`src/source/lcd_settings.svh`:
```
`ifndef LCD_SETTINGS_SVH
`define LCD_SETTINGS_SVH

// intervals below are in microseconds
`define LCD_CYC_PER_US   2     // clock cycles per microsecond
`define LCD_POWERUP_US   500
`define LCD_STEP_US      50    // ordinary command or data slot
`define LCD_CLEAR_US     200
`define LCD_ENTRY_US     100
`define LCD_INIT_E_US    10    // enable high during init steps
`define LCD_E_SETUP_US   1     // rs and data settle before enable
`define LCD_E_HIGH_US    13

// display geometry
`define LCD_COLS         16
`define LCD_ROW_BITS     1

`define LCD_QUEUE_DEPTH  2     // driver queue, arbiter starts with this credit

`endif

```
`src/source/lcd_pkg.sv`:
```
package lcd_pkg;

	typedef logic [7:0] lcd_byte_t;

	// {rs, rw, byte}, rw stays zero since reads are not supported
	typedef logic [9:0] lcd_xfer_t;

	// HD44780 instruction base codes
	typedef enum logic [7:0] {
		ins_clear = 8'h01,
		ins_home  = 8'h02,
		ins_entry = 8'h04,  // I/D and S in bits 1:0
		ins_disp  = 8'h08,  // D, C, B in bits 2:0
		ins_shift = 8'h10,  // S/C and R/L in bits 3:2
		ins_func  = 8'h30,  // 8-bit bus, N and F in bits 3:2
		ins_ddram = 8'h80   // address in bits 6:0
	} lcd_instr_e;

	typedef enum logic [1:0] {
		power_wait,
		init_seq,
		idle,
		pulse
	} drv_state_e;

	typedef enum logic [2:0] {
		func_set,
		disp_ctrl,
		disp_clear,
		entry_mode,
		done
	} init_step_e;

endpackage

```
`src/source/lcd_client_pkg.sv`:
```
package lcd_client_pkg;

	// who owns the transfer path
	typedef enum logic {
		cmd,
		text
	} client_e;

	typedef enum logic [2:0] {
		op_clear,
		op_home,
		op_shift_left,
		op_shift_right,
		op_display_on,
		op_display_off
	} disp_op_e;

endpackage

```
`src/source/lcd_arbiter.sv`:
```
`timescale 1ns/10ps
`include "lcd_settings.svh"

module lcd_arbiter (
	input  logic               clk,
	input  logic               rst_n,
	input  logic               cmd_xfer_valid,
	input  lcd_pkg::lcd_xfer_t cmd_xfer,
	input  logic               text_xfer_valid,
	input  lcd_pkg::lcd_xfer_t text_xfer,
	output logic               cmd_credit,
	output logic               text_credit,
	output logic               drv_valid,
	output lcd_pkg::lcd_xfer_t drv_xfer,
	input  logic               drv_credit
);

	localparam int CRED_W = $clog2(`LCD_QUEUE_DEPTH + 1);

	logic                    cmd_full;
	logic                    text_full;
	lcd_pkg::lcd_xfer_t      cmd_slot;
	lcd_pkg::lcd_xfer_t      text_slot;
	lcd_client_pkg::client_e last_grant;
	logic [CRED_W-1:0]       drv_cred;  // free driver queue entries
	logic                    grant_cmd;
	logic                    grant_text;

	always_comb begin
		grant_cmd  = 1'b0;
		grant_text = 1'b0;
		if (drv_cred != '0) begin
			if (cmd_full && text_full) begin  // take whoever lost last time
				grant_cmd  = (last_grant == lcd_client_pkg::text);
				grant_text = (last_grant == lcd_client_pkg::cmd);
			end else begin
				grant_cmd  = cmd_full;
				grant_text = text_full;
			end
		end
	end

	always_ff @(posedge clk) begin
		if (cmd_xfer_valid)
			cmd_slot <= cmd_xfer;
		if (text_xfer_valid)
			text_slot <= text_xfer;
		if (grant_cmd)
			drv_xfer <= cmd_slot;
		else if (grant_text)
			drv_xfer <= text_slot;
	end

	always_ff @(posedge clk or negedge rst_n) begin
		if (!rst_n) begin
			cmd_full    <= 1'b0;
			text_full   <= 1'b0;
			last_grant  <= lcd_client_pkg::text;  // cmd wins the first tie
			drv_cred    <= CRED_W'(`LCD_QUEUE_DEPTH);
			drv_valid   <= 1'b0;
			cmd_credit  <= 1'b0;
			text_credit <= 1'b0;
		end else begin
			cmd_full    <= cmd_xfer_valid || (cmd_full && !grant_cmd);
			text_full   <= text_xfer_valid || (text_full && !grant_text);
			drv_valid   <= grant_cmd || grant_text;
			cmd_credit  <= grant_cmd;
			text_credit <= grant_text;
			if (grant_cmd)
				last_grant <= lcd_client_pkg::cmd;
			else if (grant_text)
				last_grant <= lcd_client_pkg::text;
			case ({grant_cmd || grant_text, drv_credit})
				2'b10:   drv_cred <= drv_cred - 1'b1;
				2'b01:   drv_cred <= drv_cred + 1'b1;
				default: drv_cred <= drv_cred;
			endcase
		end
	end

	// client credit counters keep each slot single-occupancy
	a_cmd_slot: assert property (@(posedge clk) disable iff (!rst_n)
		cmd_xfer_valid |-> !cmd_full)
		else $error("cmd client wrote a full slot");

	a_text_slot: assert property (@(posedge clk) disable iff (!rst_n)
		text_xfer_valid |-> !text_full)
		else $error("text client wrote a full slot");

endmodule

```
`config.mk`:
```
export PLATFORM = sky130hd
export DESIGN_NAME = lcd_arbiter
export DESIGN_NICKNAME = d
export VERILOG_FILES = /design/src/source/lcd_pkg.sv /design/src/source/lcd_client_pkg.sv /design/src/source/lcd_arbiter.sv
export VERILOG_INCLUDE_DIRS = /design/src /design/src/source
export SDC_FILE = /design/constraint.sdc
export NUM_CORES = 1
export LEC_CHECK = 0
export BUFFER_PORTS_ARGS = -buffer_cell sky130_fd_sc_hd__buf_2
export CORE_MARGIN = 8
export CORE_UTILIZATION = 25
export CTS_CLUSTER_DIAMETER = 60
export DETAILED_ROUTE_END_ITERATION = 10
export GPL_ROUTABILITY_DRIVEN = 1
export PLACE_DENSITY_LB_ADDON = 0.15
export SETUP_SLACK_MARGIN = 0.15
export SYNTH_ARGS = -nofsm -noshare
export SYNTH_HDL_FRONTEND = slang
export SYNTH_SLANG_ARGS = --single-unit
export TNS_END_PERCENT = 20
```
`constraint.sdc`:
```
create_clock -name clk -period 1.94 [get_ports clk]
set_clock_uncertainty 0.1 [all_clocks]
set_input_delay 0.291 -clock clk [delete_from_list [all_inputs] [get_ports clk]]
set_output_delay 0.291 -clock clk [all_outputs]
set_load 0.01 [all_outputs]
```
==> impl_results.md <==
- Outcome: complete, no violations
- Synth Register Bits: 38
- Antenna violations before repair: 0
- Met2 WL post-DR: 1.331 mm
- YS warnings: 0
- Worst-skew pair later-pin latency: 0.29 ns
- Critical Path Start Type: register
- Yosys top cell area share: 67.10%
- Die area: 7971 um^2
- CTS clk-pin slew, worst paths: 0.08 ns
- Gr usage total: 6.980%
- Drt via density: 3.770
- Final setup vio count: 0
- CTS tree: done
- Crit-path slowest cell: dfstp_2
- Syn Nets: 93
- Highest Signal Layer: met4
- Row cnt: 26
- Slew Viols, Final: 0
- Psw: 788.9 uW
- Average wire per standard cell: 13.90 um
- CP Max Fanout: 12
- Critical Path AT: 1.59 ns
- Synthesized area: 1343 um^2
- Area growth, synth to finish: 27.12%
- # diodes: 0
- Sequential share of the synthesized area: 82.20%
- Final ANT Viol Nets: 0
- Setup Crit Path Kind: register to register
- Resize count post-CTS: 0
- DRC Markers: 0
- Unrepaired setup endpoints after global routing: no
- Crit-path cells: o21ai_2, a21oi_2, buf_4, mux2_2
- CTS Buffer Depth: 2
- Vias in the first global route: 801
- Crit path required time: 1.88 ns
- Sequential power share: 50.6%
- Wire length on met1: 1.012 mm
- I/O pins: 38
- Peak VDD IR: 0.5097 mV
- CTS sink count: 38
- H-tree depth: 2
- GP Congestion: 0.6638
- Setup_tns: 0 ns
- Leak Pwr: 0.6857 nW
- Crit path time final: 1.652 ns
- Worst slew margin: 67.80%
- Top cells by area, synth: edfxtp_1 (67%), dfrtp_1 (11%), mux2_2 (8.4%)
- CP peak stage delay: 0.57 ns
- CP Capture Type: register
- Remaining Overflow, GRT: 0
- Metal3 WL: 178 um
- Final period util: 85.16%
- Comb pwr share: 29.0%
- Avg Cell Area, Syn: 20.04 um^2
- TritonCTS Buffers: 5
- Iteration count of the initial detailed-routing pass: 4
- Fmax: 605.3 MHz
- Post-CTS setup repair buffer count: 0
- Die height: 89.28 um
- Power Total: 2.572 mW
- Power Dens Cells: 1507 nW/um^2
- Die Wd: 89.28 um
- Internal: 1.783 mW
- Commonest non-fill, non-tap cells in the layout: buf_2 (37), edfxtp_1 (30), mux2_2 (10), dfrtp_1 (6), clkbuf_8 (5)
- Gate Count Post-Synth: 67
- Routed wire length: 2.544 mm
- Hold_buf cts: 1
- Pin slew with the least headroom to its limit: 0.4824 ns
- Layout cells sized above 1: 52.21%
- Nets@finish: 138
- Switching part of the total: 30.68%
- Initial detailed-routing violation count: 58
- Yosys top cell by area: edfxtp_1
- Clk pwr share: 20.4%
- Pin count of the biggest net entering global routing: 13
- Via count: 690
- HPWL Detailed: 1.793 mm
- Clock Tree Root: clkbuf_8
- Final hold vios: 0
- Min-Delay Path Class: primary input to register
- Most common cell after layout, fill and taps aside: buf_2
- Port Buffers: 37
- Fill cells: 534
- First-pass GRT wire length: 3.850 mm
- MaxCap Viol Count: 0
- Starting density of the core: 26.12%
- Yosys cell types: 17
- Core ar.: 5140 um^2
-- power by group through the flow --
stage               logic, mW  registers, mW  clock network (mW)
finish                  0.747           1.30               0.524
global route            0.827           1.34               0.579
CTS                     0.773           1.31               0.538
detailed placement      0.770           1.32                   0
global placement        0.754           1.32                   0
floorplan               0.421           1.38                   0
-- final timing paths --
| check | slack (ns) | to | startpoint | cells after the start |
|---|---|---|---|---|
| max in group asynchronous | 1.24 | drv_cred[1] | rst_n | 2 |
| min in group asynchronous | 0.26 | drv_cred[0] | rst_n | 2 |
| setup reg to reg | 0.29 | drv_xfer[0] | drv_cred[1] | 4 |
| setup / recovery | 0.29 | drv_xfer[0] | drv_cred[1] | 4 |
| hold reg to reg | 0.44 | last_grant | last_grant | 2 |
| hold / removal | 0.07 | text_slot[1] | text_xfer[1] | 1 |
-- worst max-delay path, delay by kind of cell, from the launching register on --
| family | cells | cell delay, ns |
|---|---|---|
| buffers and inverters | 1 | 0.22 |
| muxes | 1 | 0.35 |
| AOI/OAI and AO/OA | 2 | 0.17 |
| DFF | 1 | 0.57 |
-- registers in the layout, summed over array words and instances (netlist names) --
register	flops
drv_xfer	10
text_full	1
last_grant	1
cmd_credit	1
cmd_slot	10
drv_valid	1
drv_cred	2
cmd_full	1
text_slot	10
text_credit	1
-- synth_stat cells --
master / count
edfxtp_1: 30
ha_1: 1
nand2_1: 1
a21oi_1: 1
xnor2_1: 1
buf_6: 1
o21ai_0: 2
dfrtp_1: 6
o22ai_1: 1
nor2_1: 1
a21oi_2: 1
mux2_2: 10
dfstp_2: 2
o21bai_1: 2
xor2_1: 2
o21ai_2: 1
inv_1: 4
-- kinds of logic (layout without fill, tap and decap cells) --
group	after synthesis	in the layout	synth area share, %
flops	38	38	82.20
simple gates	2	2	0.5586
fa+ha+maj	1	1	0.9318
compound gates	8	8	4.007
mux	10	10	8.388
xor+xnor	3	3	1.957
buf+inv	5	51	1.957
-- layout make-up --
| class | instances | area, um^2 | share of cell area (%) |
|---|---|---|---|
| sequential | 38 | 1104 | 64.66 |
| multi-input combinational | 24 | 212.7 | 12.46 |
| timing repair buffer | 39 | 202.7 | 11.88 |
| tap | 70 | 87.58 | 5.132 |
| clock buffer | 5 | 68.82 | 4.032 |
| clock inverter | 3 | 16.27 | 0.9531 |
| inverter | 4 | 15.01 | 0.8798 |
-- metal layers --
| layer | up-vias | track usage, % |
|---|---|---|
| met5 | - | 0 |
| met1 | 330 | 6.862 |
| met2 | 22 | 11.52 |
| li1 | 336 | - |
| met4 | 0 | 3.625 |
| met3 | 2 | 3.952 |
-- through the flow --
step / hold WS, ns / area [um^2] / instances / util [%] / setup slack [ns]
floorplan: -0.1046 / 1343 / 67 / - / 0.3417
global placement: 0.04494 / 1612 / 174 / 31.35 / 0.2935
detailed placement: 0.04109 / 1612 / 174 / 31.35 / 0.2943
CTS: 0.06125 / 1707 / 183 / 33.20 / 0.2786
global route: 0.05097 / 1707 / 183 / 33.20 / 0.2327
finish: 0.07181 / 1707 / 183 / 33.20 / 0.2880
(Power assumes the default switching activity.)
