===== src/source/lcd_settings.svh =====
`ifndef LCD_SETTINGS_SVH
`define LCD_SETTINGS_SVH

// intervals below are in microseconds
`define LCD_CYC_PER_US   2     // clock cycles per microsecond
`define LCD_POWERUP_US   500
`define LCD_STEP_US      50    // ordinary command or data slot
`define LCD_CLEAR_US     200
`define LCD_ENTRY_US     100
`define LCD_INIT_E_US    10    // enable high during init steps
`define LCD_E_SETUP_US   1     // rs and data settle before enable
`define LCD_E_HIGH_US    13

// display geometry
`define LCD_COLS         16
`define LCD_ROW_BITS     1

`define LCD_QUEUE_DEPTH  2     // driver queue, arbiter starts with this credit

`endif


===== src/source/lcd_pkg.sv =====
package lcd_pkg;

	typedef logic [7:0] lcd_byte_t;

	// {rs, rw, byte}, rw stays zero since reads are not supported
	typedef logic [9:0] lcd_xfer_t;

	// HD44780 instruction base codes
	typedef enum logic [7:0] {
		ins_clear = 8'h01,
		ins_home  = 8'h02,
		ins_entry = 8'h04,  // I/D and S in bits 1:0
		ins_disp  = 8'h08,  // D, C, B in bits 2:0
		ins_shift = 8'h10,  // S/C and R/L in bits 3:2
		ins_func  = 8'h30,  // 8-bit bus, N and F in bits 3:2
		ins_ddram = 8'h80   // address in bits 6:0
	} lcd_instr_e;

	typedef enum logic [1:0] {
		power_wait,
		init_seq,
		idle,
		pulse
	} drv_state_e;

	typedef enum logic [2:0] {
		func_set,
		disp_ctrl,
		disp_clear,
		entry_mode,
		done
	} init_step_e;

endpackage


===== src/source/lcd_client_pkg.sv =====
package lcd_client_pkg;

	// who owns the transfer path
	typedef enum logic {
		cmd,
		text
	} client_e;

	typedef enum logic [2:0] {
		op_clear,
		op_home,
		op_shift_left,
		op_shift_right,
		op_display_on,
		op_display_off
	} disp_op_e;

endpackage


===== src/source/lcd_cmd_issuer.sv =====
`timescale 1ns/10ps

module lcd_cmd_issuer (
	input  logic                     clk,
	input  logic                     rst_n,
	input  logic                     op_valid,
	input  lcd_client_pkg::disp_op_e op,
	output logic                     op_credit,
	output logic                     cmd_xfer_valid,
	output lcd_pkg::lcd_xfer_t       cmd_xfer,
	input  logic                     cmd_credit,
	output logic                     cursor_lost
);

	lcd_client_pkg::disp_op_e op_q;
	logic                     op_full;
	logic                     cred;  // one arbiter slot
	logic                     post;

	function automatic lcd_pkg::lcd_byte_t encode_op(input lcd_client_pkg::disp_op_e o);
		case (o)
			lcd_client_pkg::op_clear:       return lcd_pkg::ins_clear;
			lcd_client_pkg::op_home:        return lcd_pkg::ins_home;
			lcd_client_pkg::op_shift_left:  return lcd_pkg::ins_shift | 8'h08;
			lcd_client_pkg::op_shift_right: return lcd_pkg::ins_shift | 8'h0C;
			lcd_client_pkg::op_display_on:  return lcd_pkg::ins_disp | 8'h04;
			default:                        return lcd_pkg::ins_disp;  // display off
		endcase
	endfunction

	assign post = op_full && cred;

	always_ff @(posedge clk) begin
		if (op_valid)
			op_q <= op;
		if (post)
			cmd_xfer <= {1'b0, 1'b0, encode_op(op_q)};  // rs low
	end

	always_ff @(posedge clk or negedge rst_n) begin
		if (!rst_n) begin
			op_full        <= 1'b0;
			cred           <= 1'b1;
			cmd_xfer_valid <= 1'b0;
			op_credit      <= 1'b0;
			cursor_lost    <= 1'b0;
		end else begin
			op_full        <= op_valid || (op_full && !post);
			cred           <= (cred && !post) || cmd_credit;
			cmd_xfer_valid <= post;
			op_credit      <= post;
			cursor_lost    <= post && (op_q inside {lcd_client_pkg::op_clear,
				lcd_client_pkg::op_home, lcd_client_pkg::op_shift_left,
				lcd_client_pkg::op_shift_right});
		end
	end

endmodule


===== config.mk =====
export PLATFORM = sky130hd
export DESIGN_NAME = lcd_cmd_issuer
export DESIGN_NICKNAME = d
export VERILOG_FILES = /design/src/source/lcd_settings.svh /design/src/source/lcd_pkg.sv /design/src/source/lcd_client_pkg.sv /design/src/source/lcd_cmd_issuer.sv
export SDC_FILE = /design/constraint.sdc
export NUM_CORES = 1
export LEC_CHECK = 0
export ABC_AREA = 1
export BUFFER_PORTS_ARGS = -buffer_cell sky130_fd_sc_hd__buf_2
export CAP_MARGIN = 20
export CORE_AREA = 2 2 39 41
export DETAILED_ROUTE_END_ITERATION = 10
export DIE_AREA = 0 0 41 43
export HOLD_SLACK_MARGIN = 0.06
export MAX_ROUTING_LAYER = met4
export PLACE_DENSITY = 0.72
export SLEW_MARGIN = 20
export SYNTH_ARGS = -nofsm -noshare
export SYNTH_HDL_FRONTEND = slang
export SYNTH_SLANG_ARGS = --single-unit
export TNS_END_PERCENT = 100

===== constraint.sdc =====
create_clock -name clk -period 1.5 [get_ports clk]
set_input_delay 0.225 -clock clk [delete_from_list [all_inputs] [get_ports clk]]
set_output_delay 0.225 -clock clk [all_outputs]
set_load 0.02 [all_outputs]

==> key figures, run 1 <==
Timing
  • Peak Freq: 938 MHz
  • Final period util: 0.711
  • Hold Vio Cnt, Final: 0
  • Fin Clk Skew: a little over 0.005 ns
  • Final setup violation count: 0
  • Unrepaired setup endpoints after global routing: false
  • Final Critical Period: between 1 and 1.5 ns
  • Worst hold slack: 0.127 ns
  • Fin. max-slew vios: 0
  • TNS Setup: 0 ns
  • PnR worst setup slack: 0.434 ns

Global route
  • GRT Overall Usage: 0.0840
  • Vias in the first global route: 242
  • Initial antenna violation count: 0
  • Largest net degree at the start of global routing: 8
  • Grt ovf: 0
  • Global-route wire length before repair: 883 um

Power and ir drop
  • Switching pwr: 170 uW
  • Seq pwr share: 0.581
  • Internal power: 518 uW
  • Switching part of the total: 0.247
  • Comb pwr share: 0.129
  • Clk pwr share: 0.290
  • Leak: 0.000272 uW
  • Worst vdd ir: 0.000493 V
  • Total power per unit cell area: between 1000 and 1500 nW/um^2

Synthesis
  • Post-synthesis cell type count: 12
  • Area leader, netlist: edfxtp_1
  • Post-synthesis cell area: 463 um^2
  • Count leader, synth: edfxtp_1
  • Seq/Total Area, Yosys: 0.738
  • Post-synth EDFFs: 8
  • Yosys warns: 0
  • Top_reg_cell synth: edfxtp_1
  • #FFs+latches synth: 12
  • Avg Inst Size Synth: 12.9 um^2
  • Top cells by count, synth: edfxtp_1 (8), nor2_1 (7), buf_4 (6)
  • Top-area cell type share of the netlist area: 0.519
  • Mapped Cells: 36
  • Async S/R FF share, synth: 0.333
  • Ranking of synthesized cells by area: edfxtp_1 (52%), dfrtp_1 (16%), buf_4 (9.7%), dfstp_2 (5.7%), nor2_1 (5.7%)

Critical path
  • Kind of end point of the critical path: register
  • CP arrival: ~1 ns
  • Required @ worst endpoint: roughly 1.5 ns
  • Critical Path Max Stage Delay: 0.53 ns
  • CP bufs+invs: 1
  • CP Launch Type: register
  • Worst r2r path cells: 2
  • Crit path max-delay family: flip-flops
  • Setup CP Type: reg -> reg
  • Worst path slowest cell: dfstp_2
  • WP depth: 2
  • Max FO, Critical Path: 6
  • Crit-path cells: nand2_1, inv_1

Final layout
  • Final Util: 0.404
  • Layout cells sized above 1: 0.358
  • Final #Nets: 61
  • P&R area growth vs syn: 20.8%
  • Design Area, Final: 559 um^2
  • Seq. cell area: around 340 um^2
  • FILL cells: ~150
  • Diode count: 0
  • Multi-input logic area: 76.3 um^2

Placement
  • Port bufs: 14
  • DP Area: 523 um^2
  • RD Place Congestion: 0.687
  • Setup slack at placement: 0.438 ns
  • DP HPWL: ~450 um

Route
  • DR pass1 iterations: 3
  • Average wire per standard cell: 8.01 um
  • Post-Route WL: 553 um
  • DR DRC count: 0
  • Vias: roughly 270
  • Antenna Nets Post-Route: 0
  • DRT iter0 DRCs: 3
  • Vias per std cell: 3.94

Outcome
  • Status: complete, no violations

Die
  • Die width: 41 um
  • I/O pins: 20
  • Core area: 1380 um^2
  • Die ar.: approximately 1800 um^2
  • Row count: 14
  • Initial core utilization: 0.335
  • Die Y: about 43 um

Clocking
  • Clk buf depth: 2
  • CTS H-tree depth: 1
  • Root buf cell: clkbuf_4
  • Clock transition at path regs: 0.07 ns
  • CTS tree: done
  • Total CTS buffers: 3
  • Clock sink total: 12
  • Clk Latency, worst-skew pair: 0.27 ns

Worst hold path
  • Hold Path Class: in -> reg
  • Hold depth: 1

Run
  • Max-cap violation count: 0
worst reg2reg max path, cell delays in order, from the launching register on:
cell and delay [ns]:
dfstp_2 0.53, nand2_1 0.06, inv_1 0.17
state kept, by name, summed over array words and instances (netlist names):
signal / flops
cmd_xfer_valid: 1
cred: 1
cmd_xfer: 5
op_full: 1
op_q: 3
cursor_lost: 1
placed cells by master (no fill, tap or decap):
master         count
inv_1              3
dfstp_2            1
clkbuf_1           1
inv_2              1
nor2_1             7
dlygate4sd3_1      1
a21o_1             1
edfxtp_1           8
dfrtp_1            3
buf_2             14
o21bai_1           1
nand2_1            3
a21oi_1            1
conb_1             5
clkbuf_4           3
metrics by stage:
| stage | instances | total power, uW |
|---|---|---|
| after floorplan | 40 | 477 |
| after global placement | 64 | 492 |
| after detailed placement | 64 | 496 |
| after CTS | 69 | 698 |
| after global routing | 69 | 728 |
| final | 69 | 689 |
cell type report:
type                            instances  area share
Clock buffer                            4      0.0470
Inverter                                4      0.0268
Tap cell                               16      0.0358
Timing Repair Buffer                   15       0.143
Sequential cell                        12       0.611
Multi-Input combinational cell         18       0.136
final timing paths:
check                      startpoint  slack (ns)           to
setup reg to reg                 cred        0.43  cmd_xfer[4]
max in group asynchronous       rst_n        1.01         cred
hold reg to reg               op_full        0.45         cred
setup / recovery                 cred        0.43  cmd_xfer[4]
hold / removal                  op[1]        0.13      op_q[1]
min in group asynchronous       rst_n        0.29      op_full
timing repair:
action,CTS,global route
resized for setup,0,0
hold buffers,1,0
endpoints found under the setup margin,0,0
hold endpoints to repair,4,0
buffers inserted,0,0
cells by family after synthesis:
| family | share of synthesized area |
|---|---|
| buffers and inverters | 0.130 |
| DFF | 0.738 |
| AOI/OAI and AO/OA | 0.0432 |
| other | 0.00810 |
| and+or+nand+nor | 0.0811 |
per-layer routing:
metal  vias up  wire [um]  track usage
met2        18        243        0.109
met1       111        219       0.0825
met5         -          0            -
li1        141          -            -
met3         2         77       0.0471
met4         0         12       0.0800
power groups by stage:
stage / Sequential, uW / Combinational (uW) / Clock (uW)
after floorplan: 427 / 49.3 / 0
after global placement: 406 / 86.5 / 0
after detailed placement: 407 / 88.1 / 0
final: 400 / 89.2 / 199
after global routing: 403 / 101 / 224
after CTS: 400 / 90.3 / 208
Note: power is estimated with default switching activity, not from simulation.
==> run 2: changes to the inputs <==
==> constraint.sdc (replaced) <==
create_clock -name clk -period 1 [get_ports clk]
set_input_delay 0.15 -clock clk [delete_from_list [all_inputs] [get_ports clk]]
set_output_delay 0.15 -clock clk [all_outputs]
set_load 0.02 [all_outputs]
==> run 2 against run 1 <==
  * Fmax increased by 10%
  * Cell count increased by 4.3%
  * Largest cell class unchanged
  * Critical path type unchanged
  * Clock skew increased by 0.0013 ns
==> key figures, run 2 (synthesized netlist as in run 1, its figures left out) <==
Outcome
  • Status: complete, no violations

Critical path
  • Critical Path Max Stage Delay: 0.56 ns (+0.03 ns)
  • Required @ worst endpoint: 0.98 ns (-0.48 ns)
  • Worst path slowest cell: dfstp_2
  • Crit path max-delay family: flip-flops
  • Kind of end point of the critical path: register
  • Setup CP Type: reg -> reg
  • Max FO, Critical Path: 6 (unchanged)
  • Crit-path cells: nand2_4, inv_6
  • CP Launch Type: register
  • CP arrival: 0.95 ns (-0.07 ns)
  • CP bufs+invs: 1 (unchanged)

Global route
  • Largest net degree at the start of global routing: 8 (unchanged)
  • GRT Overall Usage: 0.0945 (+0.0105)
  • Vias in the first global route: 275 (+14%)
  • Initial antenna violation count: 0 (unchanged)
  • Global-route wire length before repair: 1.01 mm (+14%)
  • Grt ovf: 0 (unchanged)

Route
  • DR WL met3: 60 um (-22%)
  • DRT iter0 DRCs: 5 (+2)
  • Antenna Nets Post-Route: 0 (unchanged)
  • Post-Route WL: 617 um (+12%)
  • DR DRC count: 0 (unchanged)
  • Vias: 295 (+8.5%)
  • Top routing layer in use: met4
  • DR WL met2: 308 um (+27%)
  • DR pass1 iterations: 2 (-1)
  • M1 wire length: 240 um (+9.6%)
  • Vias per std cell: 4.10 (+3.9%)
  • Average wire per standard cell: 8.57 um (+6.9%)

Power and ir drop
  • Worst vdd ir: 0.000779 V (+58%)
  • Internal power: 789 uW (+52%)
  • Seq pwr share: 0.576 (-0.005)
  • Total power per unit cell area: 1750 nW/um^2 (+42%)
  • Switching pwr: 262 uW (+54%)
  • Pwr Total: 1050 uW (+53%)
  • Leak: 0.000286 uW (+5.2%)
  • Comb pwr share: 0.143 (+0.014)
  • Clk pwr share: 0.281 (-0.009)
  • Switching part of the total: 0.249 (+0.00177)

Final layout
  • P&R area growth vs syn: 30.0%
  • Diode count: 0 (unchanged)
  • Final #Nets: 64 (+4.9%)
  • Layout cells sized above 1: 0.375 (+0.0165)
  • Most frequent cells in the layout: buf_2 (14), edfxtp_1 (8), nor2_1 (7)
  • Most flops, register: cmd_xfer
  • Max FFs per register: 5 (unchanged)
  • Seq. cell area: 342 um^2 (unchanged)
  • Most common cell after layout, fill and taps aside: buf_2
  • Multi-input logic area: 83.8 um^2 (+9.8%)
  • FILL cells: 133 (-9.5%)
  • Top Registers: cmd_xfer x5, op_q x3

Placement
  • DP HPWL: 445 um (-0.13%)
  • RD Place Congestion: 0.692 (+0.76%)
  • Port bufs: 14 (unchanged)

Clocking
  • Clk buf depth: 2 (unchanged)
  • Total CTS buffers: 3 (unchanged)
  • Clock sink total: 12 (unchanged)
  • Clk Latency, worst-skew pair: 0.26 ns (about the same)
  • Total setup buffers inserted after CTS: 0 (unchanged)
  • Clock transition at path regs: 0.06 ns (about the same)
  • Root buf cell: clkbuf_4
  • CTS tree: done
  • CTS H-tree depth: 1 (unchanged)

Timing
  • Final setup violation count: 0 (unchanged)
  • Final period util: 0.968 (+0.258)
  • Fin Clk Skew: 0.00630 ns (+0.00127 ns)
  • Final Critical Period: 0.968 ns (-0.0978 ns)
  • Hold Vio Cnt, Final: 0 (unchanged)
  • TNS Setup: 0 ns (unchanged)
  • Peak Freq: 1030 MHz (+10%)
  • Unrepaired setup endpoints after global routing: false
  • Fin. max-slew vios: 0 (unchanged)

Die
  • Die Y: 43 um (unchanged)
  • Initial core utilization: 0.335 (unchanged)
  • Die width: 41 um (unchanged)
  • Die ar.: 1760 um^2 (unchanged)
  • I/O pins: 20 (unchanged)
  • Core area: 1380 um^2 (unchanged)
  • Row count: 14 (unchanged)

Worst hold path
  • Hold Path Class: in -> reg

Run
  • Max-cap violation count: 0 (unchanged)
[run 2: final cells by class]
type / count / area share
clock buffer: 4 / 0.0437
sequential: 12 / 0.568
multi-input combinational: 18 / 0.139
timing repair buffer: 18 / 0.183
inverter: 4 / 0.0333
tap: 16 / 0.0333
[run 2: metal layers]
layer | GRT usage | vias to the layer above
met4 | 0.0800 | 0
met5 | - | -
met1 | 0.0859 | 131
li1 | - | 146
met2 | 0.138 | 16
met3 | 0.0471 | 2
[run 2: through the flow]
| stage | util | std cells | area [um^2] | setup slack (ns) | hold WS, ns |
|---|---|---|---|---|---|
| finish | 0.435 | 72 | 602 | 0.0318 | 0.0873 |
| global route | 0.435 | 72 | 602 | 0.00537 | 0.0935 |
| CTS | 0.426 | 72 | 589 | 0.000751 | 0.0788 |
| detailed placement | 0.378 | 64 | 523 | 0.00774 | -0.0408 |
| global placement | 0.378 | 64 | 523 | 0.0270 | -0.0431 |
| floorplan | - | 40 | 478 | 0.0404 | -0.146 |
[run 2: path summary, 6_finish.rpt]
path,endpoint,slack [ns],from,cells after the start
hold / removal,cred,0.09,cmd_credit,2
setup / recovery,cmd_xfer[1],0.03,cred,2
max in group asynchronous,cred,0.58,rst_n,2
setup reg to reg,cmd_xfer[1],0.03,cred,2
hold reg to reg,cred,0.51,op_full,1
min in group asynchronous,op_full,0.22,rst_n,2
[run 2: power by group through the flow]
stage | clock network, uW | logic [uW] | registers [uW]
finish | 296 | 150 | 605
global route | 344 | 169 | 609
CTS | 313 | 145 | 601
detailed placement | 0 | 133 | 611
global placement | 0 | 131 | 608
floorplan | 0 | 74.9 | 641
[run 2: timing repair]
item	CTS	global route
hold buffers	4	0
resized for setup	0	4
hold endpoints to repair	7	0
endpoints found under the setup margin	0	5
