<file path="config.mk">
export PLATFORM = sky130hd
export DESIGN_NAME = lcd_text_writer
export DESIGN_NICKNAME = d
export VERILOG_FILES = /design/src/source/lcd_pkg.sv /design/src/source/lcd_text_writer.sv
export VERILOG_INCLUDE_DIRS = /design/src /design/src/source
export SDC_FILE = /design/constraint.sdc
export NUM_CORES = 1
export LEC_CHECK = 0
export BUFFER_PORTS_ARGS = -buffer_cell sky130_fd_sc_hd__buf_2
export CELL_PAD_IN_SITES_DETAIL_PLACEMENT = 1
export CELL_PAD_IN_SITES_GLOBAL_PLACEMENT = 2
export CORE_MARGIN = 5
export CORE_UTILIZATION = 38
export CTS_BUF_LIST = sky130_fd_sc_hd__clkbuf_16
export DETAILED_ROUTE_END_ITERATION = 16
export HOLD_SLACK_MARGIN = 0.08
export PLACE_DENSITY = 0.84
export SYNTH_ARGS = -nofsm -noshare
export SYNTH_HDL_FRONTEND = slang
export SYNTH_SLANG_ARGS = --single-unit
</file>
<file path="constraint.sdc">
create_clock -name clk -period 5 [get_ports clk]
set_clock_uncertainty 0.2 [all_clocks]
set_input_delay 1 -clock clk [delete_from_list [all_inputs] [get_ports clk]]
set_output_delay 1 -clock clk [all_outputs]
set_load 0.1 [all_outputs]
</file>
<file path="src/source/lcd_settings.svh">
`ifndef LCD_SETTINGS_SVH
`define LCD_SETTINGS_SVH

// intervals below are in microseconds
`define LCD_CYC_PER_US   2     // clock cycles per microsecond
`define LCD_POWERUP_US   500
`define LCD_STEP_US      50    // ordinary command or data slot
`define LCD_CLEAR_US     200
`define LCD_ENTRY_US     100
`define LCD_INIT_E_US    10    // enable high during init steps
`define LCD_E_SETUP_US   1     // rs and data settle before enable
`define LCD_E_HIGH_US    13

// display geometry
`define LCD_COLS         16
`define LCD_ROW_BITS     1

`define LCD_QUEUE_DEPTH  2     // driver queue, arbiter starts with this credit

`endif

</file>
<file path="src/source/lcd_pkg.sv">
package lcd_pkg;

	typedef logic [7:0] lcd_byte_t;

	// {rs, rw, byte}, rw stays zero since reads are not supported
	typedef logic [9:0] lcd_xfer_t;

	// HD44780 instruction base codes
	typedef enum logic [7:0] {
		ins_clear = 8'h01,
		ins_home  = 8'h02,
		ins_entry = 8'h04,  // I/D and S in bits 1:0
		ins_disp  = 8'h08,  // D, C, B in bits 2:0
		ins_shift = 8'h10,  // S/C and R/L in bits 3:2
		ins_func  = 8'h30,  // 8-bit bus, N and F in bits 3:2
		ins_ddram = 8'h80   // address in bits 6:0
	} lcd_instr_e;

	typedef enum logic [1:0] {
		power_wait,
		init_seq,
		idle,
		pulse
	} drv_state_e;

	typedef enum logic [2:0] {
		func_set,
		disp_ctrl,
		disp_clear,
		entry_mode,
		done
	} init_step_e;

endpackage

</file>
<file path="src/source/lcd_text_writer.sv">
`timescale 1ns/10ps
`include "lcd_settings.svh"

module lcd_text_writer (
	input  logic                           clk,
	input  logic                           rst_n,
	input  logic                           char_valid,
	input  lcd_pkg::lcd_byte_t             char_code,
	input  logic [`LCD_ROW_BITS-1:0]       row,
	input  logic [$clog2(`LCD_COLS)-1:0]   col,
	output logic                           char_credit,
	output logic                           text_xfer_valid,
	output lcd_pkg::lcd_xfer_t             text_xfer,
	input  logic                           text_credit,
	input  logic                           cursor_lost
);

	localparam int COL_W = $clog2(`LCD_COLS);

	lcd_pkg::lcd_byte_t        char_q;
	logic [`LCD_ROW_BITS-1:0]  row_q;
	logic [COL_W-1:0]          col_q;
	logic [`LCD_ROW_BITS-1:0]  exp_row;  // where the display cursor should be
	logic [COL_W-1:0]          exp_col;
	logic                      pos_valid;
	logic                      char_full;
	logic                      addr_sent;
	logic                      cred;
	logic                      at_cursor;
	logic                      post_addr;
	logic                      post_data;
	lcd_pkg::lcd_byte_t        addr_byte;

	assign at_cursor = pos_valid && (row_q == exp_row) && (col_q == exp_col);
	assign post_addr = char_full && cred && !addr_sent && !at_cursor;
	assign post_data = char_full && cred && (addr_sent || at_cursor);
	assign addr_byte = lcd_pkg::ins_ddram + lcd_pkg::lcd_byte_t'(row_q) * 8'h40 +
		lcd_pkg::lcd_byte_t'(col_q);

	always_ff @(posedge clk) begin
		if (char_valid) begin
			char_q <= char_code;
			row_q  <= row;
			col_q  <= col;
		end
		if (post_addr)
			text_xfer <= {1'b0, 1'b0, addr_byte};  // set DDRAM address
		else if (post_data)
			text_xfer <= {1'b1, 1'b0, char_q};
		if (post_data) begin
			exp_row <= row_q;
			exp_col <= col_q + 1'b1;
		end
	end

	always_ff @(posedge clk or negedge rst_n) begin
		if (!rst_n) begin
			char_full       <= 1'b0;
			addr_sent       <= 1'b0;
			pos_valid       <= 1'b0;
			cred            <= 1'b1;
			text_xfer_valid <= 1'b0;
			char_credit     <= 1'b0;
		end else begin
			char_full       <= char_valid || (char_full && !post_data);
			addr_sent       <= (addr_sent || post_addr) && !post_data;
			cred            <= (cred && !(post_addr || post_data)) || text_credit;
			text_xfer_valid <= post_addr || post_data;
			char_credit     <= post_data;  // data byte is the last word
			if (cursor_lost)
				pos_valid <= 1'b0;
			else if (post_data)
				pos_valid <= (col_q != COL_W'(`LCD_COLS - 1));  // off the row end
		end
	end

	// a credit arriving while one is held would allow a post into a full slot
	a_post_credit: assert property (@(posedge clk) disable iff (!rst_n)
		text_credit |-> !cred)
		else $error("text credit returned with no post outstanding");

endmodule

</file>
==> impl_metrics.ini, run 1 <==
[routing]
dr.pass1.iters = 4
drt_wl_total_microns = 2231
ant_nets = 0
vias = 691
wire_per_inst_microns = 14.49
drtIter0Drc = 16
drc = 0
via_per_inst = 4.487

[placed_design]
dp_hpwl_microns = 1646
io_buffers = 28
gp_congestion = 0.7690
place_area_sq_um = 1440
placed_cells = 146

[yosys]
synthDistinctLibCells = 24
synth_seq_area_share = 0.7602
ys_warn_count = 0
netlist_area_sq_um = 1252
syn-num-nets = 94
netlist_instances = 75
syn_area_per_cell_sq_um = 16.70
ys_ff_latch = 33

[setup_path]
crit_type = reg2out
end_kind = output port
critical_path_buf_inv_count = 1
crit_fanout = 1
critPathRequiredTime_ns = 3.80
critPathLaunchType = flop
cpMaxStageDelayCell = buf_2
path_cells = buf_2
worstPathArrival_ns = 1.04
critPathTopFamily = buffers and inverters
slowest_delay_ns = 0.43

[clock_tree]
ctsHoldBuffers = 0
cts_made_buffers = 5
cts_tree = yes
clkSinkCount = 33
cts-root-buf = clkbuf_16
postCtsSetupBuffers = 0
clockBufferDepth = 2
path_clk_slew_ns = 0.05
clock_latency_ns = 0.27
htree_num_levels = 2
cts_resized = 0

[final_layout]
diodes = 0
num-nets-final = 128
fin_area_sq_um = 1579
syn2layout_area_growth_pct = 26.07
fillers = 329
final_cells = 154
drive_above_1_share = 0.4091
multi_input_comb_area_sq_um = 281.5
layout.area.seq_sq_um = 952.2

[timing]
post-route-min-period_ns = 2.244
whs_ns = 0.2724
clock.fmax_mhz = 445.7
finalSetupTns_ns = 0
fin_crit_sh = 0.4488
slew_violations = 0
rsz0062_at_grt = false
finalHoldViolations = 0
setup_viol = 0

[global_routing]
grt_overflow = 0
grtUsageTotal = 0.1197
antenna_found_initial = 0
grt_pass1_vias = 780
grt_pass1_wl_microns = 3726
grt_max_degree = 15

[power_and_ir_drop]
vdd.ir_drop.worst_v = 0.0002877
p_leak_nw = 0.6353
power_density_nw_per_um2 = 627.4
p_total_w = 0.0009906

[die]
dieArea_sq_um = 4544
rows = 20
num_io_pins = 30
fp.dieH_microns = 67.41
start_util = 0.4036
dieWidth_microns = 67.41
core_area_sq_um = 3103

[flow_run]
drv_cap = 0

[outcome]
outcome = finished clean

[worst_hold_path]
hp-class = reg2reg
[report_power, final]
| group | internal [W] | switching [W] | leakage, nW |
|---|---|---|---|
| registers | 0.000365 | 0.0000307 | 0.330 |
| logic | 0.0000642 | 0.000250 | 0.231 |
| clock network | 0.000180 | 0.000101 | 0.0748 |
| total | 0.000609 | 0.000382 | 0.635 |
[Yosys cell counts]
cell      count  area, sq um
edfxtp_1     26        780.8
xnor2_1       6        52.55
dfrtp_1       5        125.1
mux2_2        5        56.30
nand2_1       4        15.01
inv_1         3        11.26
nor2_1        3        11.26
o21ai_0       3        15.01
and2_2        2        15.01
nand2b_1      2        12.51
nand3_1       2        10.01
o21a_1        2        15.01
a21oi_1       1        5.000
a31oi_1       1        6.260
buf_4         1        7.510
conb_1        1        3.750
dfstp_2       1        26.28
dfxtp_1       1        20.02
ha_1          1        12.51
nand4_2       1        12.51
o21ai_4       1        16.27
o21bai_1      1        7.510
or3_1         1        6.260
xor2_1        1        8.760
[registers in the layout, summed over array words and instances, names as in the netlist]
name,cells
text_xfer,9
text_xfer_valid,1
exp_col,4
col_q,4
row_q,1
addr_sent,1
char_q,8
char_full,1
exp_row,1
cred,1
char_credit,1
pos_valid,1
[through the flow]
step	worst slack (ns)	utilization
after CTS	2.750	0.5089
after floorplan	2.875	-
after detailed placement	3.000	0.4641
after global placement	3.050	0.4641
final	2.756	0.5089
after global routing	2.728	0.5089
[metal layers]
metal,track usage,wire [microns]
met2,0.1902,1108
met5,0,0
met1,0.1363,923
met4,0.06835,57
met3,0.04825,141
[final cells by class]
| class | instances | area share |
|---|---|---|
| Timing Repair Buffer | 28 | 0.08875 |
| Inverter | 3 | 0.007132 |
| Tap cell | 44 | 0.03487 |
| Sequential cell | 33 | 0.6030 |
| Multi-Input combinational cell | 38 | 0.1783 |
| Clock inverter | 3 | 0.008716 |
| Clock buffer | 5 | 0.07924 |
[layout by cell type, fill, tap and decap left out, types with 2 or more instances in the layout]
cell and count:
and2_2 2, buf_2 28, clkbuf_16 5, clkinv_2 2, dfrtp_1 5, edfxtp_1 26, inv_1 4, mux2_2 5
nand2_1 4, nand2b_1 2, nand3_1 2, nor2_1 3, o21a_1 2, o21ai_0 3, xnor2_1 6
[worst register-to-register path, stage by stage (launching register included)]
cell and delay (ns):
edfxtp_1 0.45, xnor2_1 0.21, nand4_2 0.17, o21ai_4 0.33, mux2_2 0.39
[cells by family after synthesis]
logic type	share of synthesized area
AO/OA/AOI/OAI	0.05195
XOR/XNOR	0.04895
adder cells (fa/ha/maj)	0.009988
buffers and inverters	0.01499
flip-flops	0.7602
multiplexers	0.04495
other	0.002994
AND/OR/NAND/NOR	0.06593
[final timing paths]
path / end / start / cells after the start / slack [ns]
max: text_xfer[1] / text_xfer[1] / 1 / 2.76
min: text_xfer[9] / text_xfer[9] / 1 / 0.27
max reg2reg: text_xfer[6] / col_q[1] / 4 / 3.01
min reg2reg: text_xfer[9] / text_xfer[9] / 1 / 0.27
max in group asynchronous: cred / rst_n / 1 / 4.04
min in group asynchronous: addr_sent / rst_n / 1 / 0.34
No activity file was read; power rests on OpenSTA's default activity.
==> run 2: changes to the inputs <==
--- a/config.mk
+++ b/config.mk
@@ -10,11 +10,11 @@
 export CELL_PAD_IN_SITES_DETAIL_PLACEMENT = 1
 export CELL_PAD_IN_SITES_GLOBAL_PLACEMENT = 2
 export CORE_MARGIN = 5
-export CORE_UTILIZATION = 38
+export CORE_UTILIZATION = 32
 export CTS_BUF_LIST = sky130_fd_sc_hd__clkbuf_16
 export DETAILED_ROUTE_END_ITERATION = 16
 export HOLD_SLACK_MARGIN = 0.08
-export PLACE_DENSITY = 0.84
+export PLACE_DENSITY = 0.76
 export SYNTH_ARGS = -nofsm -noshare
 export SYNTH_HDL_FRONTEND = slang
 export SYNTH_SLANG_ARGS = --single-unit
==> constraint.sdc (replaced) <==
create_clock -name clk -period 1.8 [get_ports clk]
set_clock_uncertainty 0.2 [all_clocks]
set_input_delay 0.36 -clock clk [delete_from_list [all_inputs] [get_ports clk]]
set_output_delay 0.36 -clock clk [all_outputs]
set_load 0.1 [all_outputs]
==> run 2 against run 1 <==
Against the previous run: the flow now finishes with violations (setup timing); global-route usage shrank 0.49 points; via count grew 15%; sequential power grew to 2.8 times the previous value; largest cell class unchanged; sequential share of layout area shrank 8.4 points; critical path depth grew 3; first-iteration DRC count grew to 3.3 times the previous value; power grew to 3.0 times the previous value; die area grew 16%; clock power grew to 3.3 times the previous value; clock-buffer cell count is the same; critical path type is now reg2reg; register-to-register slack lost 3.0 ns.
==> impl_metrics.ini, run 2 (synthesized netlist as in run 1, its figures left out) <==
[timing]
clock.fmax_mhz = 547.0
finalHoldViolations = 0
slew_violations = 0
rsz0062_at_grt = true
post-route-min-period_ns = 1.828
fin_crit_sh = 1.016
finalSetupTns_ns = -0.06740
fin_ws_ns = -0.02819
setup_viol = 5

[final_layout]
reg.largest.list = text_xfer: 9 flops, char_q: 8 flops
drive_above_1_share = 0.4254
mostFrequentLayoutCell = buf_2
num-nets-final = 152
syn2layout_area_growth_pct = 46.45
final_cells = 182
fin_util = 0.4936
largest_register = text_xfer
mostFrequentLayoutCells = buf_2, edfxtp_1, dlygate4sd3_1
diodes = 0
largest_reg_flops = 9

[placed_design]
gp_congestion = 0.7175
dp_hpwl_microns = 1790
placed_cells = 159
io_buffers = 28

[power_and_ir_drop]
vdd.ir_drop.worst_v = 0.0006176
swShare = 0.3611
p_leak_nw = 0.7573
p_total_w = 0.002977
power_density_nw_per_um2 = 1623
switching_power_w = 0.001075
power.share.clock = 0.310
combinationalPowerShare = 0.323
seq_power_share = 0.367
p_int_w = 0.001902

[global_routing]
antenna_found_initial = 0
grt_overflow = 0
grt_pass1_wl_microns = 4278
grt_max_degree = 15
grtUsageTotal = 0.1148
busiest_layer = met2
grtUsageMet3 = 0.04294
grt_pass1_vias = 877
use_met1 = 0.1270
grt.met2_usage = 0.1874

[clock_tree]
clockBufferDepth = 2
path_clk_slew_ns = 0.05
clock_latency_ns = 0.27
htree_num_levels = 2
cts_tree = yes
clkSinkCount = 33
cts_made_buffers = 5
cts-root-buf = clkbuf_16

[routing]
drtIter0Drc = 52
drc = 0
wire_per_inst_microns = 13.98
via_per_inst = 4.352
vias = 792
drt_wl_total_microns = 2544
ant_nets = 0
dr.pass1.iters = 4

[flow_run]
drv_cap = 0

[outcome]
failed_checks = setup timing
outcome = finished with violations

[die]
dieWidth_microns = 72.56
dieArea_sq_um = 5265
rows = 22
num_io_pins = 30
core_area_sq_um = 3716
start_util = 0.3370
fp.dieH_microns = 72.56

[setup_path]
cpMaxStageDelayCell = edfxtp_1
path_cells = xnor2_1 -> nand2_1 -> o21ai_4 -> mux2_2
critPathRequiredTime_ns = 1.62
end_kind = flop
slowest_delay_ns = 0.42
worstPathArrival_ns = 1.64
crit_type = reg2reg
critPathLaunchType = flop
crit_fanout = 6

[worst_hold_path]
hp-class = in2reg
-- run 2: path summary, 6_finish.rpt --
kind,start,end,slack (ns),depth (start not counted)
setup / recovery,col_q[0],text_xfer[6],-0.03,4
hold / removal,text_credit,cred,0.1,2
setup reg to reg,col_q[0],text_xfer[6],-0.03,4
hold reg to reg,text_xfer[9],text_xfer[9],0.26,1
max in group asynchronous,rst_n,cred,0.93,2
min in group asynchronous,rst_n,pos_valid,0.24,2
-- run 2: critical path: cells and delay by family (launching register included) --
family / cells / cell delay (ns)
and+or+nand+nor: 1 / 0.14
muxes: 1 / 0.38
DFF: 1 / 0.42
xor gates and xnor gates: 1 / 0.15
AOI/OAI and AO/OA: 1 / 0.27
-- run 2: area by class of cell --
class                   instances  area (sq um)
clock buffers                   5         125.1
clock inverters                 3         37.54
fillers                       383          1882
inverters                       3         11.26
multi-input cells              38         292.8
flip-flops and latches         33         952.2
well taps                      48         60.06
repair buffers                 52         355.3
-- run 2: layer usage --
layer,vias to the layer above,wire length (microns),share of wire
met5,-,0,0
met4,0,65,0.026
met3,4,144,0.057
met2,23,1270,0.50
met1,381,1064,0.42
li1,384,-,-
-- run 2: repair_timing --
item | CTS | global route
hold buffers | 14 | 0
pin swaps | 2 | 1
endpoints found under the hold margin | 19 | 0
setup endpoints to repair | 5 | 13
setup buffers | 1 | 0
gates resized for setup | 1 | 2
-- run 2: power groups by stage --
stage | Clock (W) | Sequential (W) | Combinational (W)
after floorplan | 0 | 0.00159 | 0.000231
after detailed placement | 0 | 0.00111 | 0.000938
final | 0.000921 | 0.00109 | 0.000963
after CTS | 0.000946 | 0.00110 | 0.000971
after global routing | 0.000984 | 0.00112 | 0.00102
after global placement | 0 | 0.00110 | 0.000921
-- run 2: per-stage QoR --
stage / setup WS [ns] / cell area (sq um) / hold slack (ns)
after floorplan: -0.01029 / 1252 / -0.1356
after global placement: -0.001144 / 1513 / -0.01389
after detailed placement: -0.06756 / 1513 / -0.005252
after CTS: -0.07339 / 1831 / 0.08787
after global routing: -0.1043 / 1834 / 0.09867
final: -0.02819 / 1834 / 0.09559
